## src/logic/pd_macros.svh

```systemverilog
`ifndef PD_MACROS_SVH
`define PD_MACROS_SVH

// Word and address sizes
`define PD_WORD_W 16
`define PD_ADDR_W 16
`define PD_OP_W 6
`define PD_R0_W 9

// Opcode group bounds, octal as in the instruction list
`define PD_OP_NORM_LO 6'o20
`define PD_OP_NORM_HI 6'o57
`define PD_OP_KA1_LO 6'o60
`define PD_OP_KA1_HI 6'o67
`define PD_OP_JUMP 6'o70
`define PD_OP_SYS 6'o74

`define PD_RESET_ADR 16'h0000

// Bit positions inside upper R0 (Z M V C L E G Y X)
`define PD_R0_Z 0
`define PD_R0_M 1
`define PD_R0_C 3
`define PD_R0_L 4
`define PD_R0_E 5
`define PD_R0_G 6

`endif

```

## src/logic/pd_pkg.sv

```systemverilog
`include "pd_macros.svh"

package pd_pkg;

	// Memory word, bit 0 is the MSB as on the machine
	typedef logic [0:`PD_WORD_W-1] word_t;

	// Word address
	typedef logic [0:`PD_ADDR_W-1] addr_t;

	// Upper R0, bits Z M V C L E G Y X
	typedef logic [0:`PD_R0_W-1] r0_flags_t;

	// Instruction groups seen by the execution side
	typedef enum logic [2:0] {
		CLS_ILLEGAL,	// Opcodes 000..017
		CLS_NORM,		// Normal argument, 020..057
		CLS_KA1,		// Short argument, 060..067
		CLS_JUMP,		// Conditional jumps, 070
		CLS_SYS,		// System group, 074
		CLS_MISC		// Everything else that is legal
	} instr_class_e;

	// Fetch sequencer
	typedef enum logic [1:0] {
		FS_IDLE,		// Out of reset
		FS_INSTR,		// Reading the instruction word
		FS_ARG,			// Gap cycle, then argument read
		FS_HOLD			// Record complete, waiting for take
	} fetch_state_e;

	// Fetch to decode
	typedef struct packed {
		word_t ir;			// Instruction register
		word_t arg;			// Argument word, zero if none
		addr_t pc;			// Address of the instruction word
		logic two_word;		// C field was zero
	} fetch_rec_s;

	// Decode to execution
	typedef struct packed {
		instr_class_e cls;	// Group
		word_t ir;
		word_t arg;
		addr_t pc;
		logic two_word;
		logic xi;			// Illegal instruction
		logic nef;			// Ineffective instruction
	} dec_rec_s;

	// Record widths
	//   fetch_rec_s  16 + 16 + 16 + 1      = 49
	//   dec_rec_s    3 + 16 + 16 + 16 + 3  = 54

endpackage

```

## src/logic/ir_fetch.sv

```systemverilog
`timescale 1ns/1ps
`include "pd_macros.svh"

module ir_fetch import pd_pkg::*; (
	input  logic       strob1,			// Main clock
	input  logic       rst,				// Sync reset
	output logic       wb_cyc,			// Bus cycle
	output logic       wb_stb,			// Strobe, held until ack
	output logic       wb_we,			// Read only master
	output addr_t      wb_adr,			// Word address
	input  word_t      wb_dat_i,		// Read data
	input  logic       wb_ack,			// Read done
	input  logic       take,			// Issue side accepts record
	input  logic       redirect,		// Effective jump with argument
	input  addr_t      redirect_adr,	// Jump target
	output fetch_rec_s fetch_rec,		// Fetched instruction
	output logic       fetch_valid		// Record complete
);

	fetch_state_e state;
	word_t ir;					// Instruction register
	word_t arg;					// Argument register
	addr_t pc;					// Address of current instruction
	logic two_word;				// Argument word follows
	logic c0;					// C field of incoming word is zero
	logic hand_off;				// Record leaves this cycle
	logic instr_done;			// Instruction word arrives
	logic arg_done;				// Argument word arrives
	addr_t seq_adr;				// Next sequential instruction

	assign c0 = (wb_dat_i[13:15] == 3'd0);
	assign hand_off = fetch_valid & take;
	assign instr_done = (state == FS_INSTR) & wb_stb & wb_ack;
	assign arg_done = (state == FS_ARG) & wb_stb & wb_ack;
	assign seq_adr = pc + (two_word ? addr_t'(2) : addr_t'(1));

	assign wb_we = 1'b0;
	assign wb_adr = (state == FS_ARG) ? pc + addr_t'(1) : pc;	// Argument sits after IR word

	always_ff @(posedge strob1) begin
		if (rst) begin
			state <= FS_IDLE;
			pc <= `PD_RESET_ADR;
			wb_cyc <= 1'b0;
			wb_stb <= 1'b0;
			fetch_valid <= 1'b0;
		end else begin
			case (state)
				FS_IDLE: begin
					wb_cyc <= 1'b1;				// First read right after reset
					wb_stb <= 1'b1;
					state <= FS_INSTR;
				end
				FS_INSTR: begin
					if (instr_done) begin
						wb_cyc <= 1'b0;
						wb_stb <= 1'b0;
						if (c0) begin
							state <= FS_ARG;		// Bus idles one cycle first
						end else begin
							state <= FS_HOLD;
							fetch_valid <= 1'b1;
						end
					end
				end
				FS_ARG: begin
					if (!wb_cyc) begin
						wb_cyc <= 1'b1;				// Start argument read
						wb_stb <= 1'b1;
					end else if (arg_done) begin
						wb_cyc <= 1'b0;
						wb_stb <= 1'b0;
						fetch_valid <= 1'b1;
						state <= FS_HOLD;
					end
				end
				FS_HOLD: begin
					if (hand_off) begin
						fetch_valid <= 1'b0;
						pc <= redirect ? redirect_adr : seq_adr;
						wb_cyc <= 1'b1;				// Bus was idle during hold
						wb_stb <= 1'b1;
						state <= FS_INSTR;
					end
				end
				default: state <= FS_IDLE;
			endcase
		end
	end

	always_ff @(posedge strob1) begin
		if (instr_done) begin
			ir <= wb_dat_i;
			arg <= '0;							// Single word leaves it clear
			two_word <= c0;
		end
		if (arg_done)
			arg <= wb_dat_i;
	end

	assign fetch_rec.ir = ir;
	assign fetch_rec.arg = arg;
	assign fetch_rec.pc = pc;
	assign fetch_rec.two_word = two_word;

	// Cycle closes right after ack
	a_cyc_drop: assert property (@(posedge strob1) disable iff (rst)
		wb_stb && wb_ack |=> !wb_cyc && !wb_stb);
	a_adr_hold: assert property (@(posedge strob1) disable iff (rst)
		wb_stb && !wb_ack |=> wb_stb && $stable(wb_adr));

endmodule

```

## src/logic/pd_decode.sv

```systemverilog
`timescale 1ns/1ps
`include "pd_macros.svh"

module pd_decode import pd_pkg::*; (
	input  fetch_rec_s fetch_rec,		// Record from fetch
	input  r0_flags_t  r0,				// Upper R0, CPU flags
	input  logic       q,				// User mode
	input  logic       p,				// Skip flag
	output dec_rec_s   dec_next,		// Decoded record toward issue
	output logic       redirect,		// Load PC from argument
	output addr_t      redirect_adr		// Jump target
);

	logic [0:`PD_OP_W-1] op;	// Opcode field ir[0:5]
	logic [0:2] a_fld;			// Register / condition field ir[7:9]
	instr_class_e cls;
	logic is_jump;
	logic is_sys;
	logic sys_bad_a;			// A of 5, 6 or 7 in system group
	logic cond;					// Jump condition met
	logic xi;
	logic nef;

	assign op = fetch_rec.ir[0:5];
	assign a_fld = fetch_rec.ir[7:9];

	// Opcode groups
	always_comb begin
		if (op < `PD_OP_NORM_LO)
			cls = CLS_ILLEGAL;						// Nothing assigned below 020
		else if (op <= `PD_OP_NORM_HI)
			cls = CLS_NORM;
		else if (op >= `PD_OP_KA1_LO && op <= `PD_OP_KA1_HI)
			cls = CLS_KA1;
		else if (op == `PD_OP_JUMP)
			cls = CLS_JUMP;
		else if (op == `PD_OP_SYS)
			cls = CLS_SYS;
		else
			cls = CLS_MISC;							// ALU, byte, shift, FP subgroups
	end

	assign is_jump = (cls == CLS_JUMP);
	assign is_sys = (cls == CLS_SYS);

	// Jump condition from A field
	always_comb begin
		case (a_fld)
			3'd0: cond = 1'b1;						// UJ
			3'd1: cond = r0[`PD_R0_L];				// JL
			3'd2: cond = r0[`PD_R0_E];				// JE
			3'd3: cond = r0[`PD_R0_G];				// JG
			3'd4: cond = r0[`PD_R0_Z];				// JZ
			3'd5: cond = r0[`PD_R0_M];				// JM
			3'd6: cond = ~r0[`PD_R0_E];			// JN
			default: cond = r0[`PD_R0_C];			// A=7, JCS
		endcase
	end

	// Upper three system opcodes are not implemented
	assign sys_bad_a = a_fld[0] & (a_fld[1] | a_fld[2]);

	// System group is privileged
	assign xi = (cls == CLS_ILLEGAL)
		| (is_sys & q)
		| (is_sys & sys_bad_a);

	// P skips the instruction, failed condition makes a jump a no-op
	assign nef = xi | p | (is_jump & ~cond);

	// Only a taken jump with an argument word moves PC
	assign redirect = is_jump & ~nef & fetch_rec.two_word;
	assign redirect_adr = fetch_rec.arg;

	assign dec_next.cls = cls;
	assign dec_next.ir = fetch_rec.ir;
	assign dec_next.arg = fetch_rec.arg;
	assign dec_next.pc = fetch_rec.pc;
	assign dec_next.two_word = fetch_rec.two_word;
	assign dec_next.xi = xi;
	assign dec_next.nef = nef;

endmodule

```

## src/logic/pd_issue.sv

```systemverilog
`timescale 1ns/1ps

module pd_issue import pd_pkg::*; (
	input  logic     strob1,		// Main clock
	input  logic     rst,			// Sync reset
	input  dec_rec_s dec_next,		// Decoded record from decode
	input  logic     fetch_valid,	// Fetch holds a complete record
	output logic     take,			// Record accepted this cycle
	output dec_rec_s dec_rec,		// Record toward execution
	output logic     dec_valid,		// Output register full
	input  logic     dec_ready		// Execution side accepts
);

	logic load;						// Hand-off from fetch

	// Empty, or emptying at this edge
	assign take = ~dec_valid | dec_ready;
	assign load = fetch_valid & take;

	always_ff @(posedge strob1) begin
		if (rst)
			dec_valid <= 1'b0;
		else if (load)
			dec_valid <= 1'b1;			// New record replaces the leaving one
		else if (dec_ready)
			dec_valid <= 1'b0;
	end

	always_ff @(posedge strob1) begin
		if (load)
			dec_rec <= dec_next;
	end

	// Record frozen while execution stalls
	a_rec_hold: assert property (@(posedge strob1) disable iff (rst)
		dec_valid && !dec_ready |=> dec_valid && $stable(dec_rec));

	// Fetch keeps offering until the record is taken
	a_fetch_hold: assert property (@(posedge strob1) disable iff (rst)
		fetch_valid && !take |=> fetch_valid);

endmodule

```

## src/logic/pd_top.sv

```systemverilog
`timescale 1ns/1ps

module pd_top import pd_pkg::*; (
	input  logic      strob1,		// Main clock
	input  logic      rst,			// Sync reset
	output logic      wb_cyc,		// Wishbone master, reads only
	output logic      wb_stb,
	output logic      wb_we,
	output addr_t     wb_adr,
	input  word_t     wb_dat_i,
	input  logic      wb_ack,
	input  r0_flags_t r0,			// CPU flags, stable during decode
	input  logic      q,			// User mode
	input  logic      p,			// Skip flag
	output dec_rec_s  dec_rec,		// Decoded record
	output logic      dec_valid,
	input  logic      dec_ready
);

	fetch_rec_s fetch_rec;
	logic fetch_valid;
	dec_rec_s dec_next;
	logic redirect;
	addr_t redirect_adr;
	logic take;

	ir_fetch fetch (
		.strob1(strob1), .rst(rst),
		.wb_cyc(wb_cyc), .wb_stb(wb_stb), .wb_we(wb_we), .wb_adr(wb_adr),
		.wb_dat_i(wb_dat_i), .wb_ack(wb_ack),
		.take(take), .redirect(redirect), .redirect_adr(redirect_adr),
		.fetch_rec(fetch_rec), .fetch_valid(fetch_valid)
	);

	pd_decode decode (
		.fetch_rec(fetch_rec), .r0(r0), .q(q), .p(p),
		.dec_next(dec_next), .redirect(redirect), .redirect_adr(redirect_adr)
	);

	pd_issue issue (
		.strob1(strob1), .rst(rst),
		.dec_next(dec_next), .fetch_valid(fetch_valid), .take(take),
		.dec_rec(dec_rec), .dec_valid(dec_valid), .dec_ready(dec_ready)
	);

endmodule

```

## config.mk

```make
export PLATFORM = sky130hd
export DESIGN_NAME = pd_top
export DESIGN_NICKNAME = d
export VERILOG_FILES = /design/src/logic/pd_pkg.sv /design/src/logic/ir_fetch.sv /design/src/logic/pd_decode.sv /design/src/logic/pd_issue.sv /design/src/logic/pd_top.sv
export VERILOG_INCLUDE_DIRS = /design/src /design/src/logic
export SDC_FILE = /design/constraint.sdc
export NUM_CORES = 1
export LEC_CHECK = 0
export ABC_AREA = 1
export BUFFER_PORTS_ARGS = -buffer_cell sky130_fd_sc_hd__buf_4
export CAP_MARGIN = 20
export CORE_MARGIN = 5
export CORE_UTILIZATION = 51
export DETAILED_ROUTE_END_ITERATION = 8
export GPL_ROUTABILITY_DRIVEN = 0
export PLACE_DENSITY_LB_ADDON = 0.05
export SYNTH_ARGS = -nofsm -noshare
export SYNTH_HDL_FRONTEND = slang
export SYNTH_SLANG_ARGS = --single-unit
```

## constraint.sdc

```tcl
create_clock -name strob1 -period 2.65 [get_ports strob1]
set_input_delay 0.265 -clock strob1 [delete_from_list [all_inputs] [get_ports strob1]]
set_output_delay 0.265 -clock strob1 [all_outputs]
set_load 0.03 [all_outputs]
```

# After elaboration in Yosys (flattened, before gate mapping)
# Cells that the tools add are included.
[word_totals]
input_bits = 31
reg_bits = 109
[op_classes]
bitwise_logic = 21
magnitude_cmp = 4
reduce_logical = 13
eq_ne = 19
n_mux = 33
n_addsub = 2
[op_table]
columns = ["op", "n"]
rows = [
  ["2-to-1 mux 16 bit", 4],
  ["adder 16 x 1 -> 16 bit (second input constant)", 1],
  ["adder 16 bit", 1],
  ["2-to-1 mux 1 bit", 15],
  ["== test 3 bit (second input constant)", 4],
  ["== test 6 bit (second input constant)", 2],
  ["<= comparator 6 bit (second input constant)", 2],
  ["2-to-1 mux 3 bit", 4],
  ["bitwise AND 1 bit", 11],
  ["2-to-1 mux 2 bit", 5],
  ["== test 3 x 2 -> 1 bit (second input constant)", 3],
  ["logical NOT 3 bit", 3],
  ["!= test 2 x 1 -> 1 bit (second input constant)", 4],
  ["case mux 1 bit (4 select lines)", 2],
  ["case mux 2 bit (4 select lines)", 1],
  ["case mux 1 bit (7 select lines)", 1],
  ["greater-or-equal comparator 6 bit (second input constant)", 1],
  ["< comparator 6 x 5 -> 1 bit (second input constant)", 1],
  ["bitwise OR 1 bit", 6],
  ["AND reduction 6 bit", 1],
  ["== test 2 bit (second input constant)", 2],
  ["inverter 1 bit", 4],
  ["AND reduction 2 bit", 2],
  ["AND reduction 4 bit", 1],
  ["10 further kinds", 11],
]

# Longest topological paths before layout
# Gate-level depths: netlist of run 1.
[depth]
word_depth = 16
mapped_depth = 13
ltp_nobuf = 12

# Hierarchy
# From an unflattened synthesis of run 1, not the netlist that was laid out.
[hier_totals]
cells_unflattened = 522
area_unflattened_um2 = 5337.6
[by_module_without_submodules]
columns = ["mod", "seq_area_each_um2", "cells_per_inst", "instances", "area_per_inst_um2"]
rows = [
  ["ir_fetch", 1411.4, 351, 1, 2947.8],
  ["pd_issue", 1641.6, 60, 1, 1669.1],
  ["pd_decode", 0.0, 111, 1, 720.7],
]

# Worst setup path after synthesis of run 1
# No wires, ideal clock.
[synth_timing]
path_kind = "reg-to-reg"
startpoint = "register issue.dec_valid"
endpoint = "register issue.dec_rec[0] (netlist name)"
period_less_slack_ns = 2.079
path_slack_ns = 0.571
arrival_ns = 1.671
stages_incl_launch_ff = 4
setup_ns = 0.408
path_buffers = 0
path_cell_list = "dfxtp_1 nand2_1 nand2_1 inv_1"
[synth_between]
elab_chain_len = 3
[synth_rtl]
columns = ["element", "line_no", "source"]
rows = [
  ["start, declared", "pd_issue.sv:10", "output logic dec_valid,"],
  ["start signal, assigned", "pd_issue.sv:22", "dec_valid <= 1'b0;"],
  ["start signal, assigned", "pd_issue.sv:24", "dec_valid <= 1'b1;"],
  ["start signal, assigned", "pd_issue.sv:26", "dec_valid <= 1'b0;"],
  ["inverter 1 bit", "pd_issue.sv:17", "assign take = ~dec_valid | dec_ready;"],
  ["bitwise OR 1 bit", "pd_issue.sv:17", ""],
  ["bitwise AND 1 bit", "--", ""],
  ["named net fetch.hand_off", "ir_fetch.sv:26", "logic hand_off;"],
]
# The timed path passes the listed nets, and every way through them passes these cells.
# A chain may end at the register's enable or synchronous reset.

# Worst setup path after layout of run 1
[layout_timing]
startpoint = "register fetch.state[0]"
endpoint = "output wb_adr[15]"
[layout_between]
elab_chain_len = 2
[layout_rtl]
columns = ["element", "line_no", "source"]
rows = [
  ["start, declared", "ir_fetch.sv:20", "fetch_state_e state;"],
  ["start signal, assigned", "ir_fetch.sv:42", "state <= FS_IDLE;"],
  ["start signal, assigned", "ir_fetch.sv:52", "state <= FS_INSTR;"],
  ["start signal, assigned", "ir_fetch.sv:59", "state <= FS_ARG;"],
  ["== test 2 bit", "ir_fetch.sv:38", "assign wb_adr = (state == FS_ARG) ? pc + addr_t'(1) : pc;"],
  ["2-to-1 mux 16 bit", "ir_fetch.sv:38", ""],
  ["end, declared", "pd_top.sv:9", "output addr_t wb_adr,"],
]
# No other way between the ends.

==> flow_summary_export.csv, run 1 <==
group,metric,value,unit
outcome,status,"finished clean",
cells_and_area,diodes,0,
clock_tree,cts_resized,0,
placed_design,dp_hpwl,7250,µm
placed_design,place_ws,0.383,ns
timing,fin_skew,0.0140,ns
timing,finalSetupViolCount,0,
cells_and_area,multi_input_area,1410,µm²
cells_and_area,syn2layout_area_growth,21.5,%
yosys,avgSynthCellArea,11.0,µm²
timing,hold_violations,0,
die,boundaryPins,105,
die,fp.coreArea,9240,µm²
global_routing,grt_pass1_vias,3312,
clock_tree,holdBufCountCts,0,
yosys,synth_seq_area_share,63.1,%
die,die_w,107,µm
global_routing,grtUsageTotal,17.5,%
route,vias,3300,
clock_tree,clkLatencyLatePin,0.36,ns
yosys,synth_edf_count,87,
yosys,syn_inst,441,
yosys,syn_area,4840,µm²
yosys,synth_area_leaders,"edfxtp_1 54%, dfxtp_1 9.1%, inv_1 5.5%, nand2_1 4.7%, xor2_1 4.0%",
power_and_ir_drop,seq_power_share,51.5,%
route,vias_per_cell,4.87,
route,wirelength,9750,µm
clock_tree,cts_max_path_buffers,2,
job,drv_cap,0,
yosys,ys_ff_latch,109,
global_routing,antenna_found_initial,0,
timing,relSlewSlack,63.4,%
route,avgRoutedWirePerCell,14.4,µm
clock_tree,cts_tree,"yes",
die,die-area,11500,µm²
die,die_h,107,µm
power_and_ir_drop,swShare,34.4,%
route,drtIter0Drc,147,
setup_path,max_stage_delay,0.34,ns
clock_tree,clk_pin_slew,0.10,ns
timing,period_share,91.4,%
yosys,syn-num-nets,479,
timing,drv_slew,0,
yosys,synth_area_leader_cell,"edfxtp_1",
timing,setup_tns,0,ns
setup_path,cp_cell_sequence,"inv_1 > ha_1 > nand4_1 > nor2_2 > nand3_2 > nor2_1 > nand2_1 > xor2_1 > buf_4",
route,drt_first_pass_iters,4,
power_and_ir_drop,leakage,0.00242,µW
cells_and_area,finalNonFillerCells,678,
clock_tree,cts_setup_buffers,0,
clock_tree,htree_levels,3,
timing,worst_slew_pin_slew,0.548,ns
setup_path,required,2.38,ns
timing,fmax,413,MHz
timing,period_minus_slack,2.42,ns
global_routing,grt-ovfl-total,0,
cells_and_area,fill_cells,780,
clock_tree,root_buffer,"clkbuf_8",
die,row_count,35,
power_and_ir_drop,vdd_drop_max,0.612,mV
clock_tree,clock-sinks,109,
yosys,ys_warn_count,0,
setup_path,critPathLaunchType,"register",
hold_path,min_path_type,"in2reg",
global_routing,grt_pass1_wl,15800,µm
yosys,synth_cell_types,37,
route,drc,0,
placed_design,dp_cells,662,
yosys,synth-async-reset-ratio,0,%
timing,rsz0062_at_grt,"no",
cells_and_area,regArea,3050,µm²
setup_path,path_max_fanout,4,
global_routing,grt_max_degree,29,
cells_and_area,final_nets,582,
cells_and_area,drive_gt1_share,27.3,%
power_and_ir_drop,comb_power_share,28.3,%
timing,layout_setup_ws,0.227,ns
placed_design,port_buffers,100,
setup_path,path_class,"reg2out",
power_and_ir_drop,power.internal,2990,µW
power_and_ir_drop,p_switching,1570,µW
power_and_ir_drop,p_per_area,776,nW/µm²
setup_path,cp-end-kind,"primary output",
die,start_util,52.3,%
route,ant_nets,0,
clock_tree,cts_buffers,9,
yosys,synth_top_area_share,54.0,%
setup_path,cp.arrival,2.16,ns
yosys,synthFlopType,"edfxtp_1",
setup_path,cpMaxStageDelayCell,"dfxtp_1",
power_and_ir_drop,pwr-share-clk,20.2,%
metrics by stage:
stage / cell area [µm²] / util (%) / total power (µW) / hold slack, ns
CTS: 5880 / 63.6 / 4630 / 0.0586
global placement: 5700 / 61.7 / 3670 / 0.401
global route: 5880 / 63.6 / 4800 / 0.0552
detailed placement: 5700 / 61.7 / 3700 / 0.406
floorplan: 4840 / - / 3190 / 0.364
finish: 5880 / 63.6 / 4560 / 0.0792
power by group through the flow:
stage	sequential (µW)	clock, µW	combinational, µW
after floorplan	2800	0	393
after global placement	2380	0	1290
after detailed placement	2390	0	1320
after CTS	2350	959	1320
after global routing	2380	1020	1400
final	2350	921	1290
flip-flops by register name, summed over array words and instances (netlist names):
register / flops
fetch.arg: 16
fetch.fetch_valid: 1
fetch.ir: 16
fetch.pc: 16
fetch.state: 2
fetch.two_word: 1
fetch.wb_cyc: 1
fetch.wb_stb: 1
issue.dec_rec: 54
issue.dec_valid: 1
layer usage:
| layer | GRT usage [%] | share of wire [%] |
|---|---|---|
| met3 | 3.24 | 4.7 |
| met4 | 6.67 | 1.8 |
| met2 | 30.5 | 51 |
| met5 | 0 | 0 |
| met1 | 21.7 | 42 |
cell usage in the layout, fill, tap and decap left out, drive strengths merged, types with 3 or more instances in the layout:
master / count
clkinvlp: 3
nand2: 69
nand4: 16
xnor2: 5
o21ai: 8
nor2: 52
edfxtp: 87
clkbuf: 11
nor3: 8
inv: 75
a21oi: 27
ha: 6
buf: 107
nand3: 24
xor2: 22
dfxtp: 22
synth_stat cells (2+ instances only):
library cell / n
inv_2: 2
clkbuf_1: 4
a21oi_2: 2
ha_1: 6
nand3_2: 4
dfxtp_1: 22
a21oi_1: 25
nand4_1: 15
xnor2_1: 5
inv_1: 71
nor3_1: 6
buf_6: 3
buf_4: 5
nand2_1: 61
nand2_2: 7
nand3_1: 18
nor2_2: 3
edfxtp_1: 87
o21ai_1: 4
nor2_4: 3
xor2_1: 22
nand3_4: 2
buf_2: 3
nor2_1: 45
o21ai_0: 4
kinds of logic (layout without fill, tap and decap cells):
kind of cell	after synthesis	count (layout)	share of synthesized area (%)
AO/OA/AOI/OAI	40	40	4.55
XOR/XNOR	27	27	4.89
adder cells (fa/ha/maj)	7	7	1.97
buffers and inverters	88	196	7.76
flip-flops	109	109	63.1
other	1	1	0.0775
AND/OR/NAND/NOR	169	169	17.6
path summary, 6_finish.rpt:
path	slack, ns	cells after the start	startpoint	endpoint
max	0.23	9	fetch.state[0]$_SDFFE_PP0P_	wb_adr[15]
min	0.08	1	wb_dat_i[4]	fetch.ir[4]$_DFFE_PP_
max reg2reg	0.39	12	fetch.two_word$_DFFE_PP_	fetch.pc[12]$_SDFFE_PP0P_
min reg2reg	0.43	0	fetch.ir[2]$_DFFE_PP_	issue.dec_rec[37]$_DFFE_PP_
critical path, delay by kind of cell, from the launching register on:
family	cells	cell delay, ns
fa+ha+maj	1	0.21
simple gates	5	0.86
flops	1	0.34
xor+xnor	1	0.14
buf+inv	2	0.26
cell type report:
class | count | area share, %
clock buffers | 11 | 2.24
clock inverters | 5 | 0.766
inverters | 73 | 4.66
multi-input cells | 244 | 24.0
flip-flops and latches | 109 | 51.9
well taps | 129 | 2.75
repair buffers | 107 | 13.7
No activity file was read; power rests on OpenSTA's default activity.
==> inputs of run 2 (changes only) <==
--- a/config.mk
+++ b/config.mk
@@ -13,6 +13,7 @@
 export CORE_UTILIZATION = 51
 export DETAILED_ROUTE_END_ITERATION = 8
 export GPL_ROUTABILITY_DRIVEN = 0
+export GPL_TIMING_DRIVEN = 0
 export PLACE_DENSITY_LB_ADDON = 0.05
 export SYNTH_ARGS = -nofsm -noshare
 export SYNTH_HDL_FRONTEND = slang
==> flow_summary_export.csv, run 2 (same netlist as run 1, synthesis figures left out) <==
group,metric,value,unit
job,drv_cap,0,
global_routing,grt_pass1_vias,3395,
clock_tree,clock-sinks,109,
route,avgRoutedWirePerCell,14.6,µm
die,die-area,11500,µm²
timing,rsz0062_at_grt,"no",
power_and_ir_drop,vdd_drop_max,0.760,mV
die,row_count,35,
setup_path,cp_cell_sequence,"inv_1 > ha_1 > nand4_1 > nor2_2 > nand3_2 > nor2_1 > nand2_1 > xor2_1 > buf_4",
placed_design,dp_cells,672,
cells_and_area,diodes,0,
cells_and_area,final_cell_mix,"105 x buf_4, 87 x edfxtp_1, 70 x inv_1",
timing,relSlewSlack,57.2,%
global_routing,busiest_layer,"met2",
setup_path,cp-end-kind,"primary output",
hold_path,min_path_type,"in2reg",
power_and_ir_drop,pwr-share-clk,20.9,%
cells_and_area,top_register,"issue.dec_rec",
clock_tree,cts_buffers,9,
placed_design,dp_hpwl,7740,µm
setup_path,path_class,"reg2out",
setup_path,max_stage_delay,0.35,ns
timing,period_share,93.4,%
die,die_w,107,µm
timing,fmax,404,MHz
setup_path,path_max_fanout,3,
timing,finalSetupViolCount,0,
clock_tree,htree_levels,3,
die,die_h,107,µm
global_routing,globalRouteMet1Util,22.9,%
setup_path,critPathLaunchType,"register",
route,wirelength,10100,µm
route,vias_per_cell,4.93,
global_routing,grt-ovfl-total,0,
route,drc,0,
timing,period_minus_slack,2.47,ns
setup_path,cp.arrival,2.21,ns
setup_path,cpMaxStageDelayCell,"dfxtp_1",
outcome,status,"finished clean",
global_routing,met3_usage,2.64,%
timing,holdWs,0.0736,ns
clock_tree,cts_max_path_buffers,2,
clock_tree,clk_pin_slew,0.11,ns
timing,hold_violations,0,
timing,fin_skew,0.0133,ns
power_and_ir_drop,p_per_area,776,nW/µm²
power_and_ir_drop,swShare,35.0,%
die,boundaryPins,105,
placed_design,port_buffers,99,
cells_and_area,drive_gt1_share,28.6,%
setup_path,path_buf_inv,2,
cells_and_area,syn2layout_area_growth,23.6,%
route,drtIter0Drc,107,
global_routing,antenna_found_initial,0,
setup_path,required,2.38,ns
global_routing,grt_max_degree,31,
timing,setup_tns,0,ns
power_and_ir_drop,seq_power_share,50.7,%
die,start_util,52.3,%
die,fp.coreArea,9240,µm²
power_and_ir_drop,power.internal,3020,µW
power_and_ir_drop,leakage,0.00247,µW
timing,worst_slew_pin_slew,0.641,ns
clock_tree,cts_tree,"yes",
power_and_ir_drop,comb_power_share,28.4,%
clock_tree,root_buffer,"clkbuf_8",
timing,drv_slew,0,
global_routing,use_met2,31.5,%
route,drt_first_pass_iters,4,
route,ant_nets,0,
clock_tree,holdBufCountCts,0,
cells_and_area,final_common_cell,"buf_4",
global_routing,grt_pass1_wl,16300,µm
cells_and_area,final_nets,592,
setup_path,crit_family,"simple AND/OR/NAND/NOR gates",
route,vias,3394,
power_and_ir_drop,p_switching,1620,µW
cells_and_area,largest_reg_flops,54,
global_routing,grtUsageTotal,18.0,%
clock_tree,clkLatencyLatePin,0.36,ns
cells_and_area,finalNonFillerCells,688,
[run 2: area by class of cell]
cell class,count,area (µm²)
Timing Repair Buffer,102,782
Multi-Input combinational cell,244,1410
Inverter,73,274
Tap cell,129,161
Fill cell,752,3260
Sequential cell,109,3050
Buffer,15,101
Clock buffer,9,124
Clock inverter,7,68.8
[run 2: power by group through the flow]
stage               clock network [µW]  registers, µW  logic (µW)
floorplan                            0           2800         393
global placement                     0           2400        1260
detailed placement                   0           2390        1330
CTS                                994           2350        1330
global route                      1060           2380        1420
finish                             970           2350        1320
[run 2: through the flow]
step           setup WS (ns)  total power (µW)  utilization, %  cell area, µm²
2_1_floorplan          0.571              3190               -            4840
3_3_place_gp           0.160              3660            62.1            5740
3_5_place_dp           0.309              3720            62.6            5780
4_1_cts                0.134              4680            64.6            5970
5_1_grt              0.00111              4870            64.7            5980
6_report               0.176              4640            64.7            5980
[run 2: final timing paths]
kind                                                  start  cells after the start                           to  slack [ns]
worst min-delay path                            wb_dat_i[9]                      1        fetch.ir[9]$_DFFE_PP_        0.07
worst max-delay path            fetch.state[0]$_SDFFE_PP0P_                      9                   wb_adr[15]        0.18
worst max register to register     fetch.two_word$_DFFE_PP_                     12    fetch.pc[12]$_SDFFE_PP0P_        0.31
worst min register to register        fetch.ir[1]$_DFFE_PP_                      0  issue.dec_rec[36]$_DFFE_PP_        0.43
[run 2: what timing repair did]
item / 4_1_cts / 5_1_grt
resized for setup: 0 / 2
buffers inserted: 0 / 0
setup endpoints to repair: 0 / 1
[run 2: metal layers]
metal / vias up / routed length, µm
li1: 1676 / -
met1: 1629 / 4290
met2: 75 / 5190
met3: 14 / 411
met4: 0 / 171
met5: - / 0
==> inputs of run 3 (changes only) <==
--- a/config.mk
+++ b/config.mk
@@ -6,11 +6,10 @@
 export SDC_FILE = /design/constraint.sdc
 export NUM_CORES = 1
 export LEC_CHECK = 0
-export ABC_AREA = 1
 export BUFFER_PORTS_ARGS = -buffer_cell sky130_fd_sc_hd__buf_4
 export CAP_MARGIN = 20
 export CORE_MARGIN = 5
-export CORE_UTILIZATION = 51
+export CORE_UTILIZATION = 42
 export DETAILED_ROUTE_END_ITERATION = 8
 export GPL_ROUTABILITY_DRIVEN = 0
 export GPL_TIMING_DRIVEN = 0
==> flow_summary_export.csv, run 3 <==
group,metric,value,unit
placed_design,dp_cells,590,
yosys,syn_area,4540,µm²
yosys,synth_area_leaders,"edfxtp_1 58%, dfxtp_1 9.7%, mux2i_1 3.5%, and2_1 2.5%, nor2_1 2.2%",
timing,drv_slew,0,
yosys,synth_area_leader_cell,"edfxtp_1",
cells_and_area,top_register,"issue.dec_rec",
setup_path,crit_end,"fetch.pc[12]$_SDFFE_PP0P_",
die,boundaryPins,105,
power_and_ir_drop,vdd_drop_max,0.477,mV
setup_path,rr_endpoint,"fetch.pc[12]$_SDFFE_PP0P_",
setup_path,cp.arrival,2.78,ns
route,vias_per_cell,5.04,
placed_design,dp_hpwl,7450,µm
die,die_w,114,µm
cells_and_area,fill_cells,954,
setup_path,cp-end-kind,"register",
outcome,status,"finished clean",
cells_and_area,drive_gt1_share,29.5,%
setup_path,rr_worst_depth,9,
global_routing,grtUsageTotal,15.6,%
setup_path,path_max_fanout,7,
yosys,yosys.area_share.simple,12.2,%
yosys,synth_edf_count,87,
yosys,synth-compound-area-share,8.14,%
yosys,synthAdderAreaFrac,2.10,%
timing,finalSetupViolCount,0,
setup_path,path_class,"reg2reg",
global_routing,grt-ovfl-total,0,
global_routing,grt_pass1_vias,2982,
timing,period_share,94.4,%
yosys,ys_ff_latch,109,
die,fp.coreArea,10700,µm²
yosys,yosysMostFrequentCell,"edfxtp_1",
timing,fmax,400,MHz
setup_path,startpoint,"fetch.pc[0]$_SDFFE_PP0P_",
cells_and_area,syn2layout_area_growth,26.1,%
route,ant_nets,0,
timing,rsz0062_at_grt,"no",
global_routing,antenna_found_initial,0,
yosys,synth_top_family_by_area,"simple AND/OR/NAND/NOR gates",
job,drv_cap,0,
timing,hold_violations,0,
clock_tree,clkLatencyLatePin,0.38,ns
cells_and_area,final_nets,499,
clock_tree,clock-sinks,109,
hold_path,min_path_type,"in2reg",
placed_design,port_buffers,100,
die,row_count,38,
setup_path,ff2ff_setup_slack,0.15,ns
yosys,synthTopCellsByCount,"87 x edfxtp_1, 27 x nor2_1, 22 x dfxtp_1",
yosys,synth_seq_area_share,67.3,%
clock_tree,cts_buffers,9,
yosys,ys_warn_count,0,
yosys,syn_inst,348,
cells_and_area,regArea,3050,µm²
yosys,synth_cell_types,47,
route,drt_first_pass_iters,4,
cells_and_area,fin_util,53.5,%
yosys,syn-num-nets,386,
yosys,synth_top_area_share,57.6,%
timing,fin_skew,0.0105,ns
clock_tree,cts_max_path_buffers,2,
route,drc,0,
timing,relSlewSlack,44.0,%
route,drtIter0Drc,158,
clock_tree,root_buffer,"clkbuf_8",
cells_and_area,finalNonFillerCells,605,
setup_path,required,2.93,ns
cells_and_area,final_common_cell,"buf_4",
timing,period_minus_slack,2.50,ns
cells_and_area,diodes,0,
yosys,synth-async-reset-ratio,0,%
yosys,synth_xor_area_share,2.90,%
yosys,synthFlopType,"edfxtp_1",
route,wirelength,10100,µm
die,die_h,114,µm
clock_tree,cts_tree,"yes",
cells_and_area,multi_input_area,1400,µm²
yosys,synthMuxAreaShare,4.03,%
power_and_ir_drop,p_per_area,797,nW/µm²
route,vias,3048,
yosys,avgSynthCellArea,13.0,µm²
setup_path,critPathLaunchType,"register",
cells_and_area,largest_reg_flops,54,
global_routing,grt_pass1_wl,15600,µm
die,die-area,13000,µm²
clock_tree,htree_levels,3,
power_and_ir_drop,leakage,0.00218,µW
cells_and_area,final_cell_mix,"105 x buf_4, 87 x edfxtp_1, 26 x nor2_1",
clock_tree,clk_pin_slew,0.10,ns
die,start_util,42.4,%
route,avgRoutedWirePerCell,16.8,µm
timing,worst_slew_pin_slew,0.840,ns
setup_path,rr_startpoint,"fetch.pc[0]$_SDFFE_PP0P_",
global_routing,grt_max_degree,39,
run 3: cell types whose count changed in the layout (fill, tap and decap cells not counted), moves of 16 or more:
cell and delta:
nand2_1 -42, mux2i_1 +16, xor2_1 -18, nor2_1 -17, inv_1 -51, and2_1 +17
run 3: what timing repair did:
action	in CTS	in global routing
pin swaps	0	2
endpoints found under the setup margin	2	6
setup buffers	0	2
endpoints found under the hold margin	0	0
hold buffers	0	0
resized for setup	3	10
run 3: logic make-up after synthesis:
group	Yosys count
DFF	109
and+or+nand+nor	109
AOI/OAI and AO/OA	55
buffers and inverters	35
muxes	17
xor gates and xnor gates	15
adders and majority gates	7
other	1
run 3: critical path, cell delays in order (launching register included):
cell	delay [ns]
dfxtp_1	0.55
ha_4	0.20
inv_1	0.05
fa_2	0.39
nand3b_1	0.25
nor3_4	0.29
nand2_2	0.12
nor2_4	0.11
mux2i_1	0.09
a2111oi_2	0.35
run 3: per-stage QoR:
stage / setup TNS, ns / power, µW / instance area (µm²) / setup slack (ns) / hold slack [ns]
detailed placement: -0.173 / 3710 / 5490 / -0.173 / 0.406
floorplan: 0 / 3170 / 4540 / 0.306 / 0.364
CTS: 0 / 4620 / 5670 / 0.0200 / 0.0483
global placement: -0.861 / 3690 / 5460 / -0.120 / 0.404
global route: 0 / 4770 / 5720 / 0.00745 / 0.0506
finish: 0 / 4560 / 5720 / 0.149 / 0.0642
run 3: area by class of cell:
type / instances / area share [%]
Sequential cell: 109 / 53.3
Tap cell: 140 / 3.06
Clock inverter: 4 / 0.612
Multi-Input combinational cell: 204 / 24.4
Inverter: 20 / 1.31
Timing Repair Buffer: 104 / 13.9
Clock buffer: 11 / 2.30
Buffer: 13 / 1.14
run 3: worst min path at each step:
stage                                     start                     endpoint  slack, ns  depth (start not counted)
after floorplan                     wb_dat_i[0]        fetch.ir[0]$_DFFE_PP_       0.36                          0
after detailed placement  fetch.ir[1]$_DFFE_PP_  issue.dec_rec[36]$_DFFE_PP_       0.41                          0
final                               wb_dat_i[3]        fetch.ir[3]$_DFFE_PP_       0.06                          1
after global routing                wb_dat_i[3]        fetch.ir[3]$_DFFE_PP_       0.05                          1
after global placement    fetch.ir[0]$_DFFE_PP_  issue.dec_rec[35]$_DFFE_PP_       0.40                          0
after CTS                           wb_dat_i[3]        fetch.ir[3]$_DFFE_PP_       0.05                          1
run 3: report_power, final:
| part | switching [µW] | total (µW) | internal [µW] |
|---|---|---|---|
| Clock | 561 | 907 | 346 |
| Combinational | 862 | 1310 | 444 |
| Sequential | 127 | 2350 | 2220 |
run 3: metal layers:
layer / vias to the layer above / part of all wire, % / global-route usage, %
met5: - / 0 / 0
met2: 80 / 50 / 25.4
met1: 1457 / 44 / 20.9
met4: 0 / 1.4 / 6.25
met3: 14 / 5.0 / 2.76
li1: 1497 / - / -
